--- src/verilog/pkt_decoder_params.svh ---
`ifndef PKT_DECODER_PARAMS_SVH
`define PKT_DECODER_PARAMS_SVH

// Stream and buffer sizing
`define DATA_BYTES 8
`define BUF_DEPTH  16
`define CREDIT_W   5
`define PKT_ID_W   2
`define CNT_W      32

//////////////////////////////
// One-hot port codes
//////////////////////////////
// NIC0/NIC1, NIC2/NIC3, CPU0/CPU1 and CPU2/CPU3 forward to each other
`define PORT_NIC0 8'h01
`define PORT_NIC1 8'h04
`define PORT_NIC2 8'h10
`define PORT_NIC3 8'h40
`define PORT_CPU0 8'h02
`define PORT_CPU1 8'h08
`define PORT_CPU2 8'h20
`define PORT_CPU3 8'h80

`endif

--- src/verilog/pkt_decoder_pkg.sv ---
package pkt_decoder_pkg;

  `include "pkt_decoder_params.svh"

  // Stream fields
  typedef logic [`DATA_BYTES*8-1:0] data_t;
  typedef logic [`DATA_BYTES-1:0]   keep_t;     // One bit per valid byte
  typedef logic [7:0]               port_t;     // One-hot port
  typedef logic [`PKT_ID_W-1:0]     pkt_id_t;

  // Statistics
  typedef logic [`CNT_W-1:0]        count_t;
  typedef logic [15:0]              byte_cnt_t; // Bytes in one packet

  typedef enum logic [1:0] {
    STAT_IN,
    STAT_PASS,
    STAT_DROP
  } stat_entry_t;

  // Bits 2:1 pick the entry and bit 0 picks packets or bytes
  typedef logic [2:0] reg_addr_t;

  // Egress FSM
  typedef enum logic [1:0] {
    EG_IDLE,
    EG_SEND,
    EG_DROP
  } eg_state_t;

endpackage

--- src/verilog/pkt_decoder_ifs.sv ---
`timescale 1ns/10ps

//////////////////////////////
// Ingress to buffer
//////////////////////////////
interface buf_wr_if;
  logic                     valid;
  pkt_decoder_pkg::data_t   data;
  pkt_decoder_pkg::keep_t   keep;
  logic                     last;
  pkt_decoder_pkg::pkt_id_t id;
  pkt_decoder_pkg::port_t   port;    // Source port of the beat
  logic                     credit;  // One pulse per beat popped

  modport src  (output valid, data, keep, last, id, port, input credit);
  modport sink (input valid, data, keep, last, id, port, output credit);
endinterface

//////////////////////////////
// Buffer head to egress
//////////////////////////////
interface buf_rd_if;
  logic                     avail;
  pkt_decoder_pkg::data_t   data;
  pkt_decoder_pkg::keep_t   keep;
  logic                     last;
  pkt_decoder_pkg::pkt_id_t id;
  pkt_decoder_pkg::port_t   port;
  logic                     pop;

  modport src  (output avail, data, keep, last, id, port, input pop);
  modport sink (input avail, data, keep, last, id, port, output pop);
endinterface

// Arbiter to statistics bank
interface stat_bank_if;
  logic                         en;
  pkt_decoder_pkg::stat_entry_t entry;
  logic                         wr;
  logic                         half;       // 0 packets, 1 bytes
  pkt_decoder_pkg::count_t      wdata;
  pkt_decoder_pkg::byte_cnt_t   add_bytes;
  pkt_decoder_pkg::count_t      rdata;

  modport master (output en, entry, wr, half, wdata, add_bytes, input rdata);
  modport slave  (input en, entry, wr, half, wdata, add_bytes, output rdata);
endinterface

--- src/verilog/pkt_buffer.sv ---
`timescale 1ns/10ps
`include "pkt_decoder_params.svh"

module pkt_buffer (
  input logic    axi_aclk,
  input logic    rst,
  buf_wr_if.sink buf_wr,
  buf_rd_if.src  buf_rd
);
  import pkt_decoder_pkg::*;

  localparam int AW = $clog2(`BUF_DEPTH);

  // Beat storage
  data_t   mem_data [`BUF_DEPTH];
  keep_t   mem_keep [`BUF_DEPTH];
  logic    mem_last [`BUF_DEPTH];
  pkt_id_t mem_id   [`BUF_DEPTH];
  port_t   mem_port [`BUF_DEPTH];

  logic [AW:0] wr_ptr;  // Extra bit tells full from empty
  logic [AW:0] rd_ptr;
  logic        pop_ok;

  assign pop_ok       = buf_rd.pop && buf_rd.avail;
  assign buf_rd.avail = (wr_ptr != rd_ptr);

  // Head beat
  assign buf_rd.data = mem_data[rd_ptr[AW-1:0]];
  assign buf_rd.keep = mem_keep[rd_ptr[AW-1:0]];
  assign buf_rd.last = mem_last[rd_ptr[AW-1:0]];
  assign buf_rd.id   = mem_id[rd_ptr[AW-1:0]];
  assign buf_rd.port = mem_port[rd_ptr[AW-1:0]];

  always_ff @(posedge axi_aclk) begin
    if (buf_wr.valid) begin
      mem_data[wr_ptr[AW-1:0]] <= buf_wr.data;
      mem_keep[wr_ptr[AW-1:0]] <= buf_wr.keep;
      mem_last[wr_ptr[AW-1:0]] <= buf_wr.last;
      mem_id[wr_ptr[AW-1:0]]   <= buf_wr.id;
      mem_port[wr_ptr[AW-1:0]] <= buf_wr.port;
    end
  end

  always_ff @(posedge axi_aclk) begin
    if (rst) begin
      wr_ptr        <= '0;
      rd_ptr        <= '0;
      buf_wr.credit <= 1'b0;
    end else begin
      if (buf_wr.valid) begin
        wr_ptr <= wr_ptr + 1'b1;
      end
      if (pop_ok) begin
        rd_ptr <= rd_ptr + 1'b1;
      end
      buf_wr.credit <= pop_ok;  // Slot handed back to ingress
    end
  end

endmodule

--- src/verilog/pkt_decoder_top.sv ---
`timescale 1ns/10ps

module pkt_decoder_top (
  input  logic                       axi_aclk,
  input  logic                       rst,
  // Packets in
  input  pkt_decoder_pkg::data_t     s_axis_tdata,
  input  pkt_decoder_pkg::keep_t     s_axis_tkeep,
  input  pkt_decoder_pkg::port_t     s_axis_tuser,
  input  logic                       s_axis_tvalid,
  input  logic                       s_axis_tlast,
  output logic                       s_axis_tready,
  // Headers to filter
  output pkt_decoder_pkg::data_t     m_hdr_tdata,
  output pkt_decoder_pkg::pkt_id_t   m_hdr_tid,
  output logic                       m_hdr_tvalid,
  input  logic                       m_hdr_tready,
  // Decisions from filter
  input  logic                       s_dec_pass,
  input  pkt_decoder_pkg::pkt_id_t   s_dec_id,
  input  logic                       s_dec_tvalid,
  output logic                       s_dec_tready,
  // Packets out
  output pkt_decoder_pkg::data_t     m_axis_tdata,
  output pkt_decoder_pkg::keep_t     m_axis_tkeep,
  output pkt_decoder_pkg::port_t     m_axis_tuser,
  output logic                       m_axis_tvalid,
  output logic                       m_axis_tlast,
  input  logic                       m_axis_tready,
  // Host register port
  input  logic                       reg_req,
  input  logic                       reg_wr,
  input  pkt_decoder_pkg::reg_addr_t reg_addr,
  input  pkt_decoder_pkg::count_t    reg_wdata,
  output pkt_decoder_pkg::count_t    reg_rdata,
  output logic                       reg_ack
);
  import pkt_decoder_pkg::*;

  // Statistics events
  logic      in_req;
  byte_cnt_t in_bytes;
  logic      in_gnt;
  logic      eg_req;
  logic      eg_pass;
  byte_cnt_t eg_bytes;
  logic      eg_gnt;

  buf_wr_if    buf_wr ();
  buf_rd_if    buf_rd ();
  stat_bank_if bank ();

  //////////////////////////////
  // Packet path
  //////////////////////////////
  pkt_ingress u_ingress (.*);
  pkt_buffer  u_buffer  (.*);
  pkt_egress  u_egress  (.*);

  // Shared counters
  stats_arbiter u_arbiter (.*);
  stats_bank    u_bank    (.*);

endmodule

--- src/verilog/pkt_egress.sv ---
`timescale 1ns/10ps
`include "pkt_decoder_params.svh"

module pkt_egress (
  input  logic                       axi_aclk,
  input  logic                       rst,
  buf_rd_if.sink                     buf_rd,
  input  logic                       s_dec_pass,
  input  pkt_decoder_pkg::pkt_id_t   s_dec_id,
  input  logic                       s_dec_tvalid,
  output logic                       s_dec_tready,
  output pkt_decoder_pkg::data_t     m_axis_tdata,
  output pkt_decoder_pkg::keep_t     m_axis_tkeep,
  output pkt_decoder_pkg::port_t     m_axis_tuser,
  output logic                       m_axis_tvalid,
  output logic                       m_axis_tlast,
  input  logic                       m_axis_tready,
  output logic                       eg_req,
  output logic                       eg_pass,
  output pkt_decoder_pkg::byte_cnt_t eg_bytes,
  input  logic                       eg_gnt
);
  import pkt_decoder_pkg::*;

  eg_state_t state;
  byte_cnt_t byte_acc;
  byte_cnt_t beat_bytes;
  logic      dec_ok;

  // Fixed output port table
  function automatic port_t map_port(input port_t src);
    case (src)
      `PORT_NIC0: map_port = `PORT_NIC1;
      `PORT_NIC1: map_port = `PORT_NIC0;
      `PORT_NIC2: map_port = `PORT_NIC3;
      `PORT_NIC3: map_port = `PORT_NIC2;
      `PORT_CPU0: map_port = `PORT_CPU1;
      `PORT_CPU1: map_port = `PORT_CPU0;
      `PORT_CPU2: map_port = `PORT_CPU3;
      `PORT_CPU3: map_port = `PORT_CPU2;
      default:    map_port = '0;
    endcase
  endfunction

  // One decision per packet, only once the last stats update is taken
  assign s_dec_tready = (state == EG_IDLE) && buf_rd.avail && !eg_req;
  assign dec_ok       = s_dec_tvalid && s_dec_tready;

  //////////////////////////////
  // Output stream
  //////////////////////////////
  assign m_axis_tvalid = (state == EG_SEND) && buf_rd.avail;
  assign m_axis_tdata  = buf_rd.data;  // Head stays put until popped
  assign m_axis_tkeep  = buf_rd.keep;
  assign m_axis_tlast  = buf_rd.last;
  assign m_axis_tuser  = map_port(buf_rd.port);

  assign buf_rd.pop = (m_axis_tvalid && m_axis_tready)
                      || ((state == EG_DROP) && buf_rd.avail);
  assign beat_bytes = byte_cnt_t'($countones(buf_rd.keep));

  always_ff @(posedge axi_aclk) begin
    if (rst) begin
      state    <= EG_IDLE;
      byte_acc <= '0;
      eg_req   <= 1'b0;
    end else begin
      if (eg_gnt) begin
        eg_req <= 1'b0;
      end
      case (state)
        EG_IDLE: begin
          // Decision for another id is thrown away
          if (dec_ok && (s_dec_id == buf_rd.id)) begin
            state <= s_dec_pass ? EG_SEND : EG_DROP;
          end
        end
        default: begin
          if (buf_rd.pop) begin
            if (buf_rd.last) begin
              eg_req   <= 1'b1;
              byte_acc <= '0;
              state    <= EG_IDLE;
            end else begin
              byte_acc <= byte_acc + beat_bytes;
            end
          end
        end
      endcase
    end
  end

  // Stats fields held until granted
  always_ff @(posedge axi_aclk) begin
    if (buf_rd.pop && buf_rd.last) begin
      eg_bytes <= byte_acc + beat_bytes;
      eg_pass  <= (state == EG_SEND);
    end
  end

endmodule

--- src/verilog/pkt_ingress.sv ---
`timescale 1ns/10ps
`include "pkt_decoder_params.svh"

module pkt_ingress (
  input  logic                       axi_aclk,
  input  logic                       rst,
  input  pkt_decoder_pkg::data_t     s_axis_tdata,
  input  pkt_decoder_pkg::keep_t     s_axis_tkeep,
  input  pkt_decoder_pkg::port_t     s_axis_tuser,
  input  logic                       s_axis_tvalid,
  input  logic                       s_axis_tlast,
  output logic                       s_axis_tready,
  output pkt_decoder_pkg::data_t     m_hdr_tdata,
  output pkt_decoder_pkg::pkt_id_t   m_hdr_tid,
  output logic                       m_hdr_tvalid,
  input  logic                       m_hdr_tready,
  buf_wr_if.src                      buf_wr,
  output logic                       in_req,
  output pkt_decoder_pkg::byte_cnt_t in_bytes,
  input  logic                       in_gnt
);
  import pkt_decoder_pkg::*;

  logic [`CREDIT_W-1:0] credits;     // Free buffer slots
  pkt_id_t              next_id;
  logic                 sop;         // Next beat opens a packet
  logic                 active;
  logic                 beat_ok;
  byte_cnt_t            byte_acc;
  byte_cnt_t            beat_bytes;

  // Reverse the bytes inside each 32-bit IP field
  function automatic data_t swap_ip_bytes(input data_t d);
    data_t r;
    for (int i = 0; i < `DATA_BYTES; i++) begin
      r[8*i +: 8] = d[8*((i/4)*4 + 3 - i%4) +: 8];
    end
    return r;
  endfunction

  //////////////////////////////
  // Input handshake
  //////////////////////////////
  assign s_axis_tready = active && (credits != '0)
                         && !(sop && m_hdr_tvalid)     // Header slot still full
                         && !(in_req && s_axis_tlast); // Stats slot still full
  assign beat_ok    = s_axis_tvalid && s_axis_tready;
  assign beat_bytes = byte_cnt_t'($countones(s_axis_tkeep));

  // Beats go straight into the buffer, credits guarantee room
  assign buf_wr.valid = beat_ok;
  assign buf_wr.data  = s_axis_tdata;
  assign buf_wr.keep  = s_axis_tkeep;
  assign buf_wr.last  = s_axis_tlast;
  assign buf_wr.id    = sop ? next_id : m_hdr_tid;  // Body beats reuse the header id
  assign buf_wr.port  = s_axis_tuser;

  always_ff @(posedge axi_aclk) begin
    if (rst) begin
      active       <= 1'b0;
      credits      <= `CREDIT_W'(`BUF_DEPTH);
      next_id      <= '0;
      sop          <= 1'b1;
      m_hdr_tvalid <= 1'b0;
      in_req       <= 1'b0;
      byte_acc     <= '0;
    end else begin
      active <= 1'b1;  // Ready opens one cycle after reset

      case ({buf_wr.credit, beat_ok})
        2'b10:   credits <= credits + 1'b1;
        2'b01:   credits <= credits - 1'b1;
        default: ;
      endcase

      if (m_hdr_tready) begin
        m_hdr_tvalid <= 1'b0;
      end
      if (in_gnt) begin
        in_req <= 1'b0;
      end

      if (beat_ok) begin
        sop <= s_axis_tlast;
        if (sop) begin
          m_hdr_tvalid <= 1'b1;
          next_id      <= next_id + 1'b1;
        end
        if (s_axis_tlast) begin
          in_req   <= 1'b1;
          byte_acc <= '0;
        end else begin
          byte_acc <= byte_acc + beat_bytes;
        end
      end
    end
  end

  // Header and byte total
  always_ff @(posedge axi_aclk) begin
    if (beat_ok && sop) begin
      m_hdr_tdata <= swap_ip_bytes(s_axis_tdata);
      m_hdr_tid   <= next_id;
    end
    if (beat_ok && s_axis_tlast) begin
      in_bytes <= byte_acc + beat_bytes;
    end
  end

endmodule

--- src/verilog/stats_arbiter.sv ---
`timescale 1ns/10ps

module stats_arbiter (
  input  logic                       axi_aclk,
  input  logic                       rst,
  input  logic                       in_req,
  input  pkt_decoder_pkg::byte_cnt_t in_bytes,
  output logic                       in_gnt,
  input  logic                       eg_req,
  input  logic                       eg_pass,
  input  pkt_decoder_pkg::byte_cnt_t eg_bytes,
  output logic                       eg_gnt,
  input  logic                       reg_req,
  input  logic                       reg_wr,
  input  pkt_decoder_pkg::reg_addr_t reg_addr,
  input  pkt_decoder_pkg::count_t    reg_wdata,
  output pkt_decoder_pkg::count_t    reg_rdata,
  output logic                       reg_ack,
  stat_bank_if.master                bank
);
  import pkt_decoder_pkg::*;

  logic [1:0] prio;  // Requester checked first
  logic [2:0] req;   // Ingress, egress, host
  logic [2:0] gnt;

  // Host request is still up in its ack cycle
  assign req = {reg_req && !reg_ack, eg_req, in_req};

  always_comb begin
    int idx;
    gnt = '0;
    for (int k = 0; k < 3; k++) begin
      idx = (int'(prio) + k) % 3;
      if ((gnt == '0) && req[idx]) begin
        gnt[idx] = 1'b1;
      end
    end
  end

  assign in_gnt = gnt[0];
  assign eg_gnt = gnt[1];

  //////////////////////////////
  // Bank command
  //////////////////////////////
  assign bank.en        = gnt[0] || gnt[1] || (gnt[2] && reg_wr); // Reads leave counters alone
  assign bank.wr        = gnt[2] && reg_wr;
  assign bank.half      = reg_addr[0];
  assign bank.wdata     = reg_wdata;
  assign bank.add_bytes = gnt[1] ? eg_bytes : in_bytes;
  assign bank.entry     = gnt[2] ? stat_entry_t'(reg_addr[2:1]) :
                          gnt[1] ? (eg_pass ? STAT_PASS : STAT_DROP) :
                                   STAT_IN;

  always_ff @(posedge axi_aclk) begin
    if (rst) begin
      prio    <= 2'd0;
      reg_ack <= 1'b0;
    end else begin
      reg_ack <= gnt[2];
      // Winner drops to last place
      if (gnt[0]) begin
        prio <= 2'd1;
      end else if (gnt[1]) begin
        prio <= 2'd2;
      end else if (gnt[2]) begin
        prio <= 2'd0;
      end
    end
  end

  always_ff @(posedge axi_aclk) begin
    if (gnt[2]) begin
      reg_rdata <= bank.rdata;
    end
  end

endmodule

--- src/verilog/stats_bank.sv ---
`timescale 1ns/10ps

module stats_bank (
  input logic        axi_aclk,
  input logic        rst,
  stat_bank_if.slave bank
);
  import pkt_decoder_pkg::*;

  count_t pkt_cnt  [3];
  count_t byte_cnt [3];
  logic   sel_ok;       // Address 3 has no entry

  assign sel_ok     = bank.entry inside {STAT_IN, STAT_PASS, STAT_DROP};
  assign bank.rdata = !sel_ok   ? '0 :
                      bank.half ? byte_cnt[bank.entry] : pkt_cnt[bank.entry];

  always_ff @(posedge axi_aclk) begin
    if (rst) begin
      for (int i = 0; i < 3; i++) begin
        pkt_cnt[i]  <= '0;
        byte_cnt[i] <= '0;
      end
    end else if (bank.en && sel_ok) begin
      if (!bank.wr) begin
        // One packet plus its bytes
        pkt_cnt[bank.entry]  <= pkt_cnt[bank.entry] + 1'b1;
        byte_cnt[bank.entry] <= byte_cnt[bank.entry] + count_t'(bank.add_bytes);
      end else if (bank.half) begin
        byte_cnt[bank.entry] <= bank.wdata;
      end else begin
        pkt_cnt[bank.entry] <= bank.wdata;
      end
    end
  end

endmodule
--- config.mk ---
export PLATFORM = sky130hd
export DESIGN_NAME = pkt_decoder_top
export DESIGN_NICKNAME = d
export VERILOG_FILES = /design/src/verilog/pkt_decoder_pkg.sv /design/src/verilog/pkt_decoder_ifs.sv /design/src/verilog/pkt_buffer.sv /design/src/verilog/pkt_decoder_top.sv /design/src/verilog/pkt_egress.sv /design/src/verilog/pkt_ingress.sv /design/src/verilog/stats_arbiter.sv /design/src/verilog/stats_bank.sv
export VERILOG_INCLUDE_DIRS = /design/src /design/src/verilog
export SDC_FILE = /design/constraint.sdc
export NUM_CORES = 2
export LEC_CHECK = 0
export BUFFER_PORTS_ARGS = -buffer_cell sky130_fd_sc_hd__buf_2
export CORE_ASPECT_RATIO = 0.7
export CORE_MARGIN = 4
export CORE_UTILIZATION = 46
export DETAILED_ROUTE_END_ITERATION = 10
export GPL_TIMING_DRIVEN = 0
export PLACE_DENSITY = 0.69
export SLEW_MARGIN = 20
export SYNTH_ARGS = -nofsm -noshare
export SYNTH_HDL_FRONTEND = slang
export SYNTH_SLANG_ARGS = --single-unit
--- constraint.sdc ---
create_clock -name axi_aclk -period 16 [get_ports axi_aclk]
set_input_delay 1.6 -clock axi_aclk [delete_from_list [all_inputs] [get_ports axi_aclk]]
set_output_delay 1.6 -clock axi_aclk [all_outputs]
set_load 0.02 [all_outputs]
== Word-level counts from Yosys, hierarchy flattened ==
Memory sizes are Yosys's and may differ from the RTL's. A register that Yosys moved wholly into a read port is not among the register bits.
Cells that the tools add are included.
W data, S select, Z words.
Storage, ports and cells
  memories: 7
  bits in registers: 191
  logic and storage cells: 217
  RAM bits: 1520
Cells by class
  divide/modulo/power cells: 3
  muxes and demuxes: 83
  equal/unequal tests: 17
  order comparisons: 6
  add/subtract/negate cells: 25
  reductions and logical operators: 49
  bitwise logic cells: 5
Memory list
  u_buffer.mem_data: depth 16, width 64, rd ports 1, clocked after Yosys merged registers in 1, write ports 1, line pkt_buffer.sv:15  | data_t mem_data [`BUF_DEPTH];
  u_buffer.mem_keep: depth 16, width 8, rd ports 1, clocked after Yosys merged registers in 1, write ports 1, line pkt_buffer.sv:16  | keep_t mem_keep [`BUF_DEPTH];
  u_buffer.mem_port: depth 16, width 8, rd ports 1, clocked after Yosys merged registers in 1, write ports 1, line pkt_buffer.sv:19  | port_t mem_port [`BUF_DEPTH];
  u_bank.byte_cnt: depth 3, width 32, rd ports 1, clocked after Yosys merged registers in 0, write ports 3, line stats_bank.sv:11  | count_t byte_cnt [3];
  u_bank.pkt_cnt: depth 3, width 32, rd ports 1, clocked after Yosys merged registers in 0, write ports 3, line stats_bank.sv:10  | count_t pkt_cnt [3];
  u_buffer.mem_id: depth 16, width 2, rd ports 1, clocked after Yosys merged registers in 1, write ports 1, line pkt_buffer.sv:18  | pkt_id_t mem_id [`BUF_DEPTH];
  1 more memories
Operator list (number)
  $mux W32: 5
  $add A16 B16 Y16: 8
  $ge A32 B1 Y1 const B: 3
  $lt A32 B4 Y1 const B: 3
  $mod A32 B3 Y32 const B: 2
  $pmux W8 S8: 1
  $reduce_or A32 Y1: 2
  $mux W16: 3
  $mux W1: 41
  $mux W4: 10
  $add A32 B1 Y32 const B: 1
  $add A32 B16 Y32: 1
  $mod A3 B3 Y32 const B: 1
  $mux W2: 13
  $logic_and A1 B1 Y1: 25
  $add A1 B1 Y2: 8
  $add A5 B1 Y5 const B: 3
  $pmux W5 S2: 1
  $mux W3: 3
  $eq A8 B1 Y1 const B: 1
  $eq A8 B2 Y1 const B: 1
  $eq A8 B3 Y1 const B: 1
  $eq A8 B4 Y1 const B: 1
  $eq A8 B5 Y1 const B: 1
  other kinds (27): 49

== Longest topological paths before layout ==
  depth in word-level cells: 23
  gate-level depth with buffers: 30
  depth with buffers taken out: 23

== By module ==
A second synthesis with hierarchy kept.
Second synthesis, totals
  cells, all modules: 4055
  area total of the unflattened synthesis: 73701.9 sq um
By module, submodules not included
  pkt_buffer: area an instance 50417.1 sq um, cells an instance 2127, instances 1
  stats_bank: area an instance 13708.1 sq um, cells an instance 1098, instances 1
  pkt_ingress: area an instance 4981.0 sq um, cells an instance 394, instances 1
  pkt_egress: area an instance 2603.7 sq um, cells an instance 283, instances 1
  stats_arbiter: area an instance 1991.9 sq um, cells an instance 153, instances 1

== Least setup slack after synthesis ==
No wires, ideal clock.
  path kind: input-to-reg
  start point: input s_axis_tlast
  end point: memory u_buffer.mem_data[3][0] (netlist bit) (enable)
  required time: 15374 ps
  path buffers: 0
  arrival time: 8277 ps
  path slack: 7097 ps
  cell stages on the path: 7
  path through: a22oi_1 -> nand2_1 -> a21oi_1 -> nand2_1 -> inv_2 -> nand2_1 -> nor3_1
On the way
  longest elaborated chain between the ends: 6
Ends and longest elaborated chain
  from (decl): line pkt_decoder_top.sv:11  | input logic s_axis_tlast,
  $logic_and A1 B1 Y1: line pkt_ingress.sv:46  | && !(in_req && s_axis_tlast);
  $logic_not A1 Y1: line pkt_ingress.sv:46
  $logic_and A1 B1 Y1: line pkt_ingress.sv:46
  net s_axis_tready: line pkt_decoder_top.sv:12  | output logic s_axis_tready,
  $logic_and A1 B1 Y1: line pkt_ingress.sv:47  | assign beat_ok = s_axis_tvalid && s_axis_tready;
  net buf_wr.valid: line pkt_decoder_ifs.sv:7  | logic valid;
  $mux W1: line pkt_buffer.sv:36  | if (buf_wr.valid) begin
  $mux W1 (implied by the code): line pkt_buffer.sv:37  | mem_data[wr_ptr[AW-1:0]] <= buf_wr.data;
  to (decl): line pkt_buffer.sv:15
The timed path passes the listed nets, and every way through them passes these cells.

==> impl_metrics.xml <==
<?xml version="1.0" encoding="UTF-8"?>
<metrics>
  <group name="outcome">
    <metric name="outcome" unit="">finished, final reports clean</metric>
  </group>
  <group name="sta">
    <metric name="timing.clock.skew" unit="ns">0.0682</metric>
    <metric name="max_slew.worst_pin.slew" unit="ns">1.23</metric>
    <metric name="timing.final.setup_violations" unit="">0</metric>
    <metric name="final.period_utilization" unit="%">58.6</metric>
    <metric name="finalCriticalPeriod" unit="ns">9.38</metric>
    <metric name="slew_headroom" unit="%">17.2</metric>
    <metric name="timing.fmax" unit="MHz">107</metric>
    <metric name="setup_slack" unit="ns">6.62</metric>
    <metric name="final_hold_viol_count" unit="">0</metric>
    <metric name="report.final.slew_viol_count" unit="">0</metric>
    <metric name="rsz_0062_raised_after_global_routing" unit="">false</metric>
  </group>
  <group name="die">
    <metric name="coreArea" unit="sq um">156000</metric>
    <metric name="num_io_pins" unit="">311</metric>
    <metric name="design.die.area" unit="sq um">164000</metric>
    <metric name="rows" unit="">121</metric>
    <metric name="floorplan.initialDensity" unit="%">46.5</metric>
    <metric name="die_width" unit="um">483</metric>
    <metric name="die_height" unit="um">340</metric>
  </group>
  <group name="final_layout">
    <metric name="seqCellArea" unit="sq um">52800</metric>
    <metric name="area_growth_synth_to_finish" unit="%">16.8</metric>
    <metric name="finalNetCount" unit="">4809</metric>
    <metric name="multi_input_area" unit="sq um">18900</metric>
    <metric name="layout-drive-gt1-share" unit="%">25.8</metric>
    <metric name="layout.filler_cells" unit="">12011</metric>
    <metric name="final_core_utilization" unit="%">54.3</metric>
  </group>
  <group name="logic_synthesis">
    <metric name="synthAdderAreaFrac" unit="%">1.13</metric>
    <metric name="synthesis.area" unit="sq um">72600</metric>
    <metric name="ys.flop_type" unit="">sky130_fd_sc_hd__edfxtp_1</metric>
    <metric name="synth_top_family_by_area" unit="">multiplexers</metric>
    <metric name="synth-edff-count" unit="">1715</metric>
    <metric name="synth-simple-area-share" unit="%">5.15</metric>
    <metric name="synth_async_sr_flop_share" unit="%">0</metric>
    <metric name="synthDominantCellAreaShare" unit="%">70.9</metric>
    <metric name="synthesized_area_fraction_occupied_by_ao_oa_aoi_and_oai_cells" unit="%">4.19</metric>
    <metric name="synth_xor_xnor_area_share" unit="%">1.16</metric>
    <metric name="synth_top_cells_by_area" unit="">sky130_fd_sc_hd__edfxtp_1 (71%), sky130_fd_sc_hd__mux4_2 (13%), sky130_fd_sc_hd__dfxtp_1 (1.8%), sky130_fd_sc_hd__nor2_1 (1.7%), sky130_fd_sc_hd__nand2_1 (1.1%)</metric>
    <metric name="ys_ff_latch" unit="">1779</metric>
    <metric name="netlist_instances" unit="">3954</metric>
    <metric name="yosys.area.top_type" unit="">sky130_fd_sc_hd__edfxtp_1</metric>
    <metric name="synth_common_cells" unit="">sky130_fd_sc_hd__edfxtp_1 (1715), sky130_fd_sc_hd__mux4_2 (417), sky130_fd_sc_hd__nor2_1 (335)</metric>
    <metric name="synth.mux.area_fraction" unit="%">13.9</metric>
    <metric name="synth_seq_area_share" unit="%">72.7</metric>
    <metric name="yosysWarningCount" unit="">0</metric>
    <metric name="yosys.cell_count.top_type" unit="">sky130_fd_sc_hd__edfxtp_1</metric>
    <metric name="syn_area_per_cell" unit="sq um">18.4</metric>
    <metric name="synth.lib_cells_used.distinct" unit="">105</metric>
  </group>
  <group name="worst_setup_path">
    <metric name="critPathArrivalTime" unit="ns">9.91</metric>
    <metric name="timing.critical_path.to_type" unit="">flop</metric>
    <metric name="setup.reg_to_reg.worst_slack" unit="ns">6.74</metric>
    <metric name="timing.rr.start" unit="">u_arbiter.prio[0]$_SDFFE_PP0P_</metric>
    <metric name="worst-endpoint-required" unit="ns">16.53</metric>
    <metric name="worst_setup_path_endpoint" unit="">u_bank.byte_cnt[0][25]$_SDFFCE_PN0P_</metric>
    <metric name="reg2reg_depth" unit="">25</metric>
    <metric name="critical_path_type" unit="">in2reg</metric>
    <metric name="critical_path.startpoint_type" unit="">input pin</metric>
    <metric name="timing.critical_path.from" unit="">reg_req</metric>
    <metric name="timing.critical_path.fanout_max" unit="">10</metric>
    <metric name="crit-reg2reg-capture" unit="">u_bank.byte_cnt[0][25]$_SDFFCE_PN0P_</metric>
  </group>
  <group name="drt">
    <metric name="total_via_count_in_the_routed_design" unit="">41296</metric>
    <metric name="route.final.wire_length" unit="um">198000</metric>
    <metric name="wire_per_inst" unit="um">28.9</metric>
    <metric name="drt_first_pass_iters" unit="">8</metric>
    <metric name="detail_route.iter0.violations" unit="">5962</metric>
    <metric name="postRouteAntennaNets" unit="">0</metric>
    <metric name="post_drt_via_cell_ratio" unit="">6.02</metric>
    <metric name="detail_route.drc_violations" unit="">0</metric>
  </group>
  <group name="global_route">
    <metric name="global_route_wire_length_before_repair" unit="um">287000</metric>
    <metric name="grt.overflow.total" unit="">0</metric>
    <metric name="grt_pass1_vias" unit="">40887</metric>
    <metric name="grt_antenna_before_repair" unit="">9</metric>
    <metric name="grt_max_degree" unit="">44</metric>
    <metric name="grt_util_all_layers" unit="%">24.1</metric>
  </group>
  <group name="clock_tree">
    <metric name="cts_tree" unit="">yes</metric>
    <metric name="clock_pin_slew_on_the_worst_setup_and_hold_paths" unit="ns">0.06</metric>
    <metric name="worst_skew_pair_latency" unit="ns">0.82</metric>
    <metric name="cts_resized" unit="">0</metric>
    <metric name="clock-root-buffer" unit="">sky130_fd_sc_hd__clkbuf_16</metric>
    <metric name="ctsLongestPathBuffers" unit="">3</metric>
    <metric name="ctsHoldBuffers" unit="">0</metric>
    <metric name="cts.htree.levels" unit="">4</metric>
    <metric name="numClockSinks" unit="">1779</metric>
    <metric name="postCtsSetupRepairBufs" unit="">0</metric>
    <metric name="cts-buffers-inserted" unit="">166</metric>
  </group>
  <group name="placed_design">
    <metric name="place.gp.congestion" unit="">1.01</metric>
    <metric name="hpwl" unit="um">134000</metric>
    <metric name="place_worst_setup_slack" unit="ns">5.98</metric>
    <metric name="io_buffer_count" unit="">308</metric>
  </group>
  <group name="power">
    <metric name="power.static_leakage" unit="nW">28.4</metric>
    <metric name="irDropWorstVdd" unit="mV">0.110</metric>
    <metric name="finalPower" unit="mW">9.98</metric>
    <metric name="p_per_area" unit="nW/um^2">118</metric>
  </group>
  <group name="flow_run">
    <metric name="cap_violations" unit="">0</metric>
  </group>
  <group name="min_path">
    <metric name="hp-class" unit="">reg2reg</metric>
  </group>
</metrics>
-- metrics by stage --
step           hold WS, ns  TNS, ns  cell area, sq um  instances
6_report             0.465        0             84800       6862
5_1_grt              0.486        0             84800       6856
4_1_cts              0.466        0             84700       6852
3_5_place_dp         0.484        0             79300       6546
3_3_place_gp         0.464  -299.87             77000       6416
2_1_floorplan        0.444        0             72800       4017
-- critical path, stage by stage --
cell,delay (ns)
sky130_fd_sc_hd__buf_2,0.14
sky130_fd_sc_hd__and4bb_4,0.23
sky130_fd_sc_hd__or3_1,0.36
sky130_fd_sc_hd__buf_2,0.18
sky130_fd_sc_hd__a21o_1,0.19
sky130_fd_sc_hd__buf_4,0.18
sky130_fd_sc_hd__a22oi_2,0.90
sky130_fd_sc_hd__nand2_1,0.58
sky130_fd_sc_hd__clkbuf_1,0.52
sky130_fd_sc_hd__a222oi_1,0.47
sky130_fd_sc_hd__a21boi_1,0.74
sky130_fd_sc_hd__inv_1,0.11
sky130_fd_sc_hd__ha_1,0.31
sky130_fd_sc_hd__a21o_1,0.10
sky130_fd_sc_hd__a21o_1,0.18
sky130_fd_sc_hd__nor2_1,0.06
sky130_fd_sc_hd__a32oi_1,0.23
sky130_fd_sc_hd__o31ai_1,0.15
sky130_fd_sc_hd__a211o_1,0.38
sky130_fd_sc_hd__a211oi_1,1.04
sky130_fd_sc_hd__o21ai_1,0.25
sky130_fd_sc_hd__or4_1,0.46
sky130_fd_sc_hd__a21oi_1,0.40
sky130_fd_sc_hd__nor3_1,0.12
-- per-layer routing --
layer	track usage, %	wire length, um	vias to the layer above
li1	-	-	17184
met1	33.6	77200	21332
met2	37.0	92500	2432
met3	6.69	22400	348
met4	7.56	6130	0
met5	0	0	-
-- cell usage in the layout (no fill, tap or decap), types with 13 or more instances in the layout --
cell type / count
sky130_fd_sc_hd__fa_1: 14
sky130_fd_sc_hd__xnor2_1: 57
sky130_fd_sc_hd__buf_2: 329
sky130_fd_sc_hd__and3_1: 20
sky130_fd_sc_hd__mux2i_1: 61
sky130_fd_sc_hd__a22oi_1: 31
sky130_fd_sc_hd__a211oi_1: 24
sky130_fd_sc_hd__buf_1: 29
sky130_fd_sc_hd__clkbuf_2: 23
sky130_fd_sc_hd__xor2_1: 39
sky130_fd_sc_hd__and2_1: 20
sky130_fd_sc_hd__edfxtp_1: 1715
sky130_fd_sc_hd__buf_6: 23
sky130_fd_sc_hd__dfxtp_1: 64
sky130_fd_sc_hd__nor2b_1: 19
sky130_fd_sc_hd__clkbuf_1: 150
sky130_fd_sc_hd__inv_1: 124
sky130_fd_sc_hd__o21ai_0: 56
sky130_fd_sc_hd__nand4_1: 14
sky130_fd_sc_hd__clkinv_2: 27
sky130_fd_sc_hd__nand2b_1: 13
sky130_fd_sc_hd__conb_1: 64
sky130_fd_sc_hd__nor2_1: 323
sky130_fd_sc_hd__buf_12: 36
sky130_fd_sc_hd__a31oi_1: 20
sky130_fd_sc_hd__mux4_2: 417
sky130_fd_sc_hd__nor3_1: 34
sky130_fd_sc_hd__nand2_1: 202
sky130_fd_sc_hd__o31ai_1: 15
sky130_fd_sc_hd__clkbuf_16: 169
sky130_fd_sc_hd__nor3b_1: 13
sky130_fd_sc_hd__a21oi_1: 95
sky130_fd_sc_hd__nand3_1: 34
sky130_fd_sc_hd__bufinv_16: 13
sky130_fd_sc_hd__clkinv_1: 40
sky130_fd_sc_hd__ha_1: 43
sky130_fd_sc_hd__buf_16: 35
sky130_fd_sc_hd__buf_4: 44
-- final cells by class --
cell class                      instances  share of cell area (%)
Sequential cell                      1779                    62.2
Multi-Input combinational cell       1915                    22.3
Tap cell                             2091                    3.08
Clock inverter                        100                    1.22
Clock buffer                          206                    5.16
Inverter                              129                   0.574
Timing Repair Buffer                  440                    4.44
Antenna cell                            8                  0.0236
Buffer                                194                   0.972
-- power breakdown --
part,switching [mW],total [mW],leakage (nW),internal [mW]
Sequential,0.0336,5.26,16.3,5.23
Clock,1.77,3.95,2.62,2.18
Combinational,0.537,0.768,9.49,0.232
-- worst min path at each step --
stage,start,to,slack (ns),cells past startpoint
2_1_floorplan,u_ingress.next_id[1]$_SDFFE_PP0P_,u_ingress.m_hdr_tid[1]$_DFFE_PP_,0.44,0
3_3_place_gp,u_ingress.next_id[1]$_SDFFE_PP0P_,u_ingress.m_hdr_tid[1]$_DFFE_PP_,0.46,0
3_5_place_dp,u_egress.byte_acc[1]$_SDFFE_PP0P_,u_egress.byte_acc[1]$_SDFFE_PP0P_,0.48,2
4_1_cts,u_ingress.next_id[1]$_SDFFE_PP0P_,u_ingress.m_hdr_tid[1]$_DFFE_PP_,0.47,0
5_1_grt,u_ingress.next_id[1]$_SDFFE_PP0P_,u_ingress.m_hdr_tid[1]$_DFFE_PP_,0.49,0
6_report,u_ingress.next_id[1]$_SDFFE_PP0P_,u_ingress.m_hdr_tid[1]$_DFFE_PP_,0.47,0
-- sequential cells by signal, indices dropped and copies added, names as in the netlist, 2 cells and up, named ones only --
| name | count |
|---|---|
| u_buffer.mem_data | 1024 |
| u_bank.byte_cnt | 128 |
| u_bank.pkt_cnt | 128 |
| u_buffer.mem_keep | 128 |
| u_buffer.mem_port | 128 |
| u_ingress.m_hdr_tdata | 64 |
| u_arbiter.reg_rdata | 32 |
| u_buffer.mem_id | 32 |
| u_buffer.mem_last | 16 |
| u_egress.byte_acc | 16 |
| u_egress.eg_bytes | 16 |
| u_ingress.byte_acc | 16 |
| u_ingress.in_bytes | 16 |
| u_buffer.rd_ptr | 5 |
| u_buffer.wr_ptr | 5 |
| u_ingress.credits | 5 |
| u_arbiter.prio | 2 |
| u_egress.state | 2 |
| u_ingress.m_hdr_tid | 2 |
| u_ingress.next_id | 2 |
-- cell families after synthesis --
logic type	Yosys count
AO/OA/AOI/OAI	423
XOR/XNOR	96
adder cells (fa/ha/maj)	57
buffers and inverters	323
flip-flops	1779
multiplexers	486
other	1
AND/OR/NAND/NOR	789
Power figures use the tool's default switching activity.
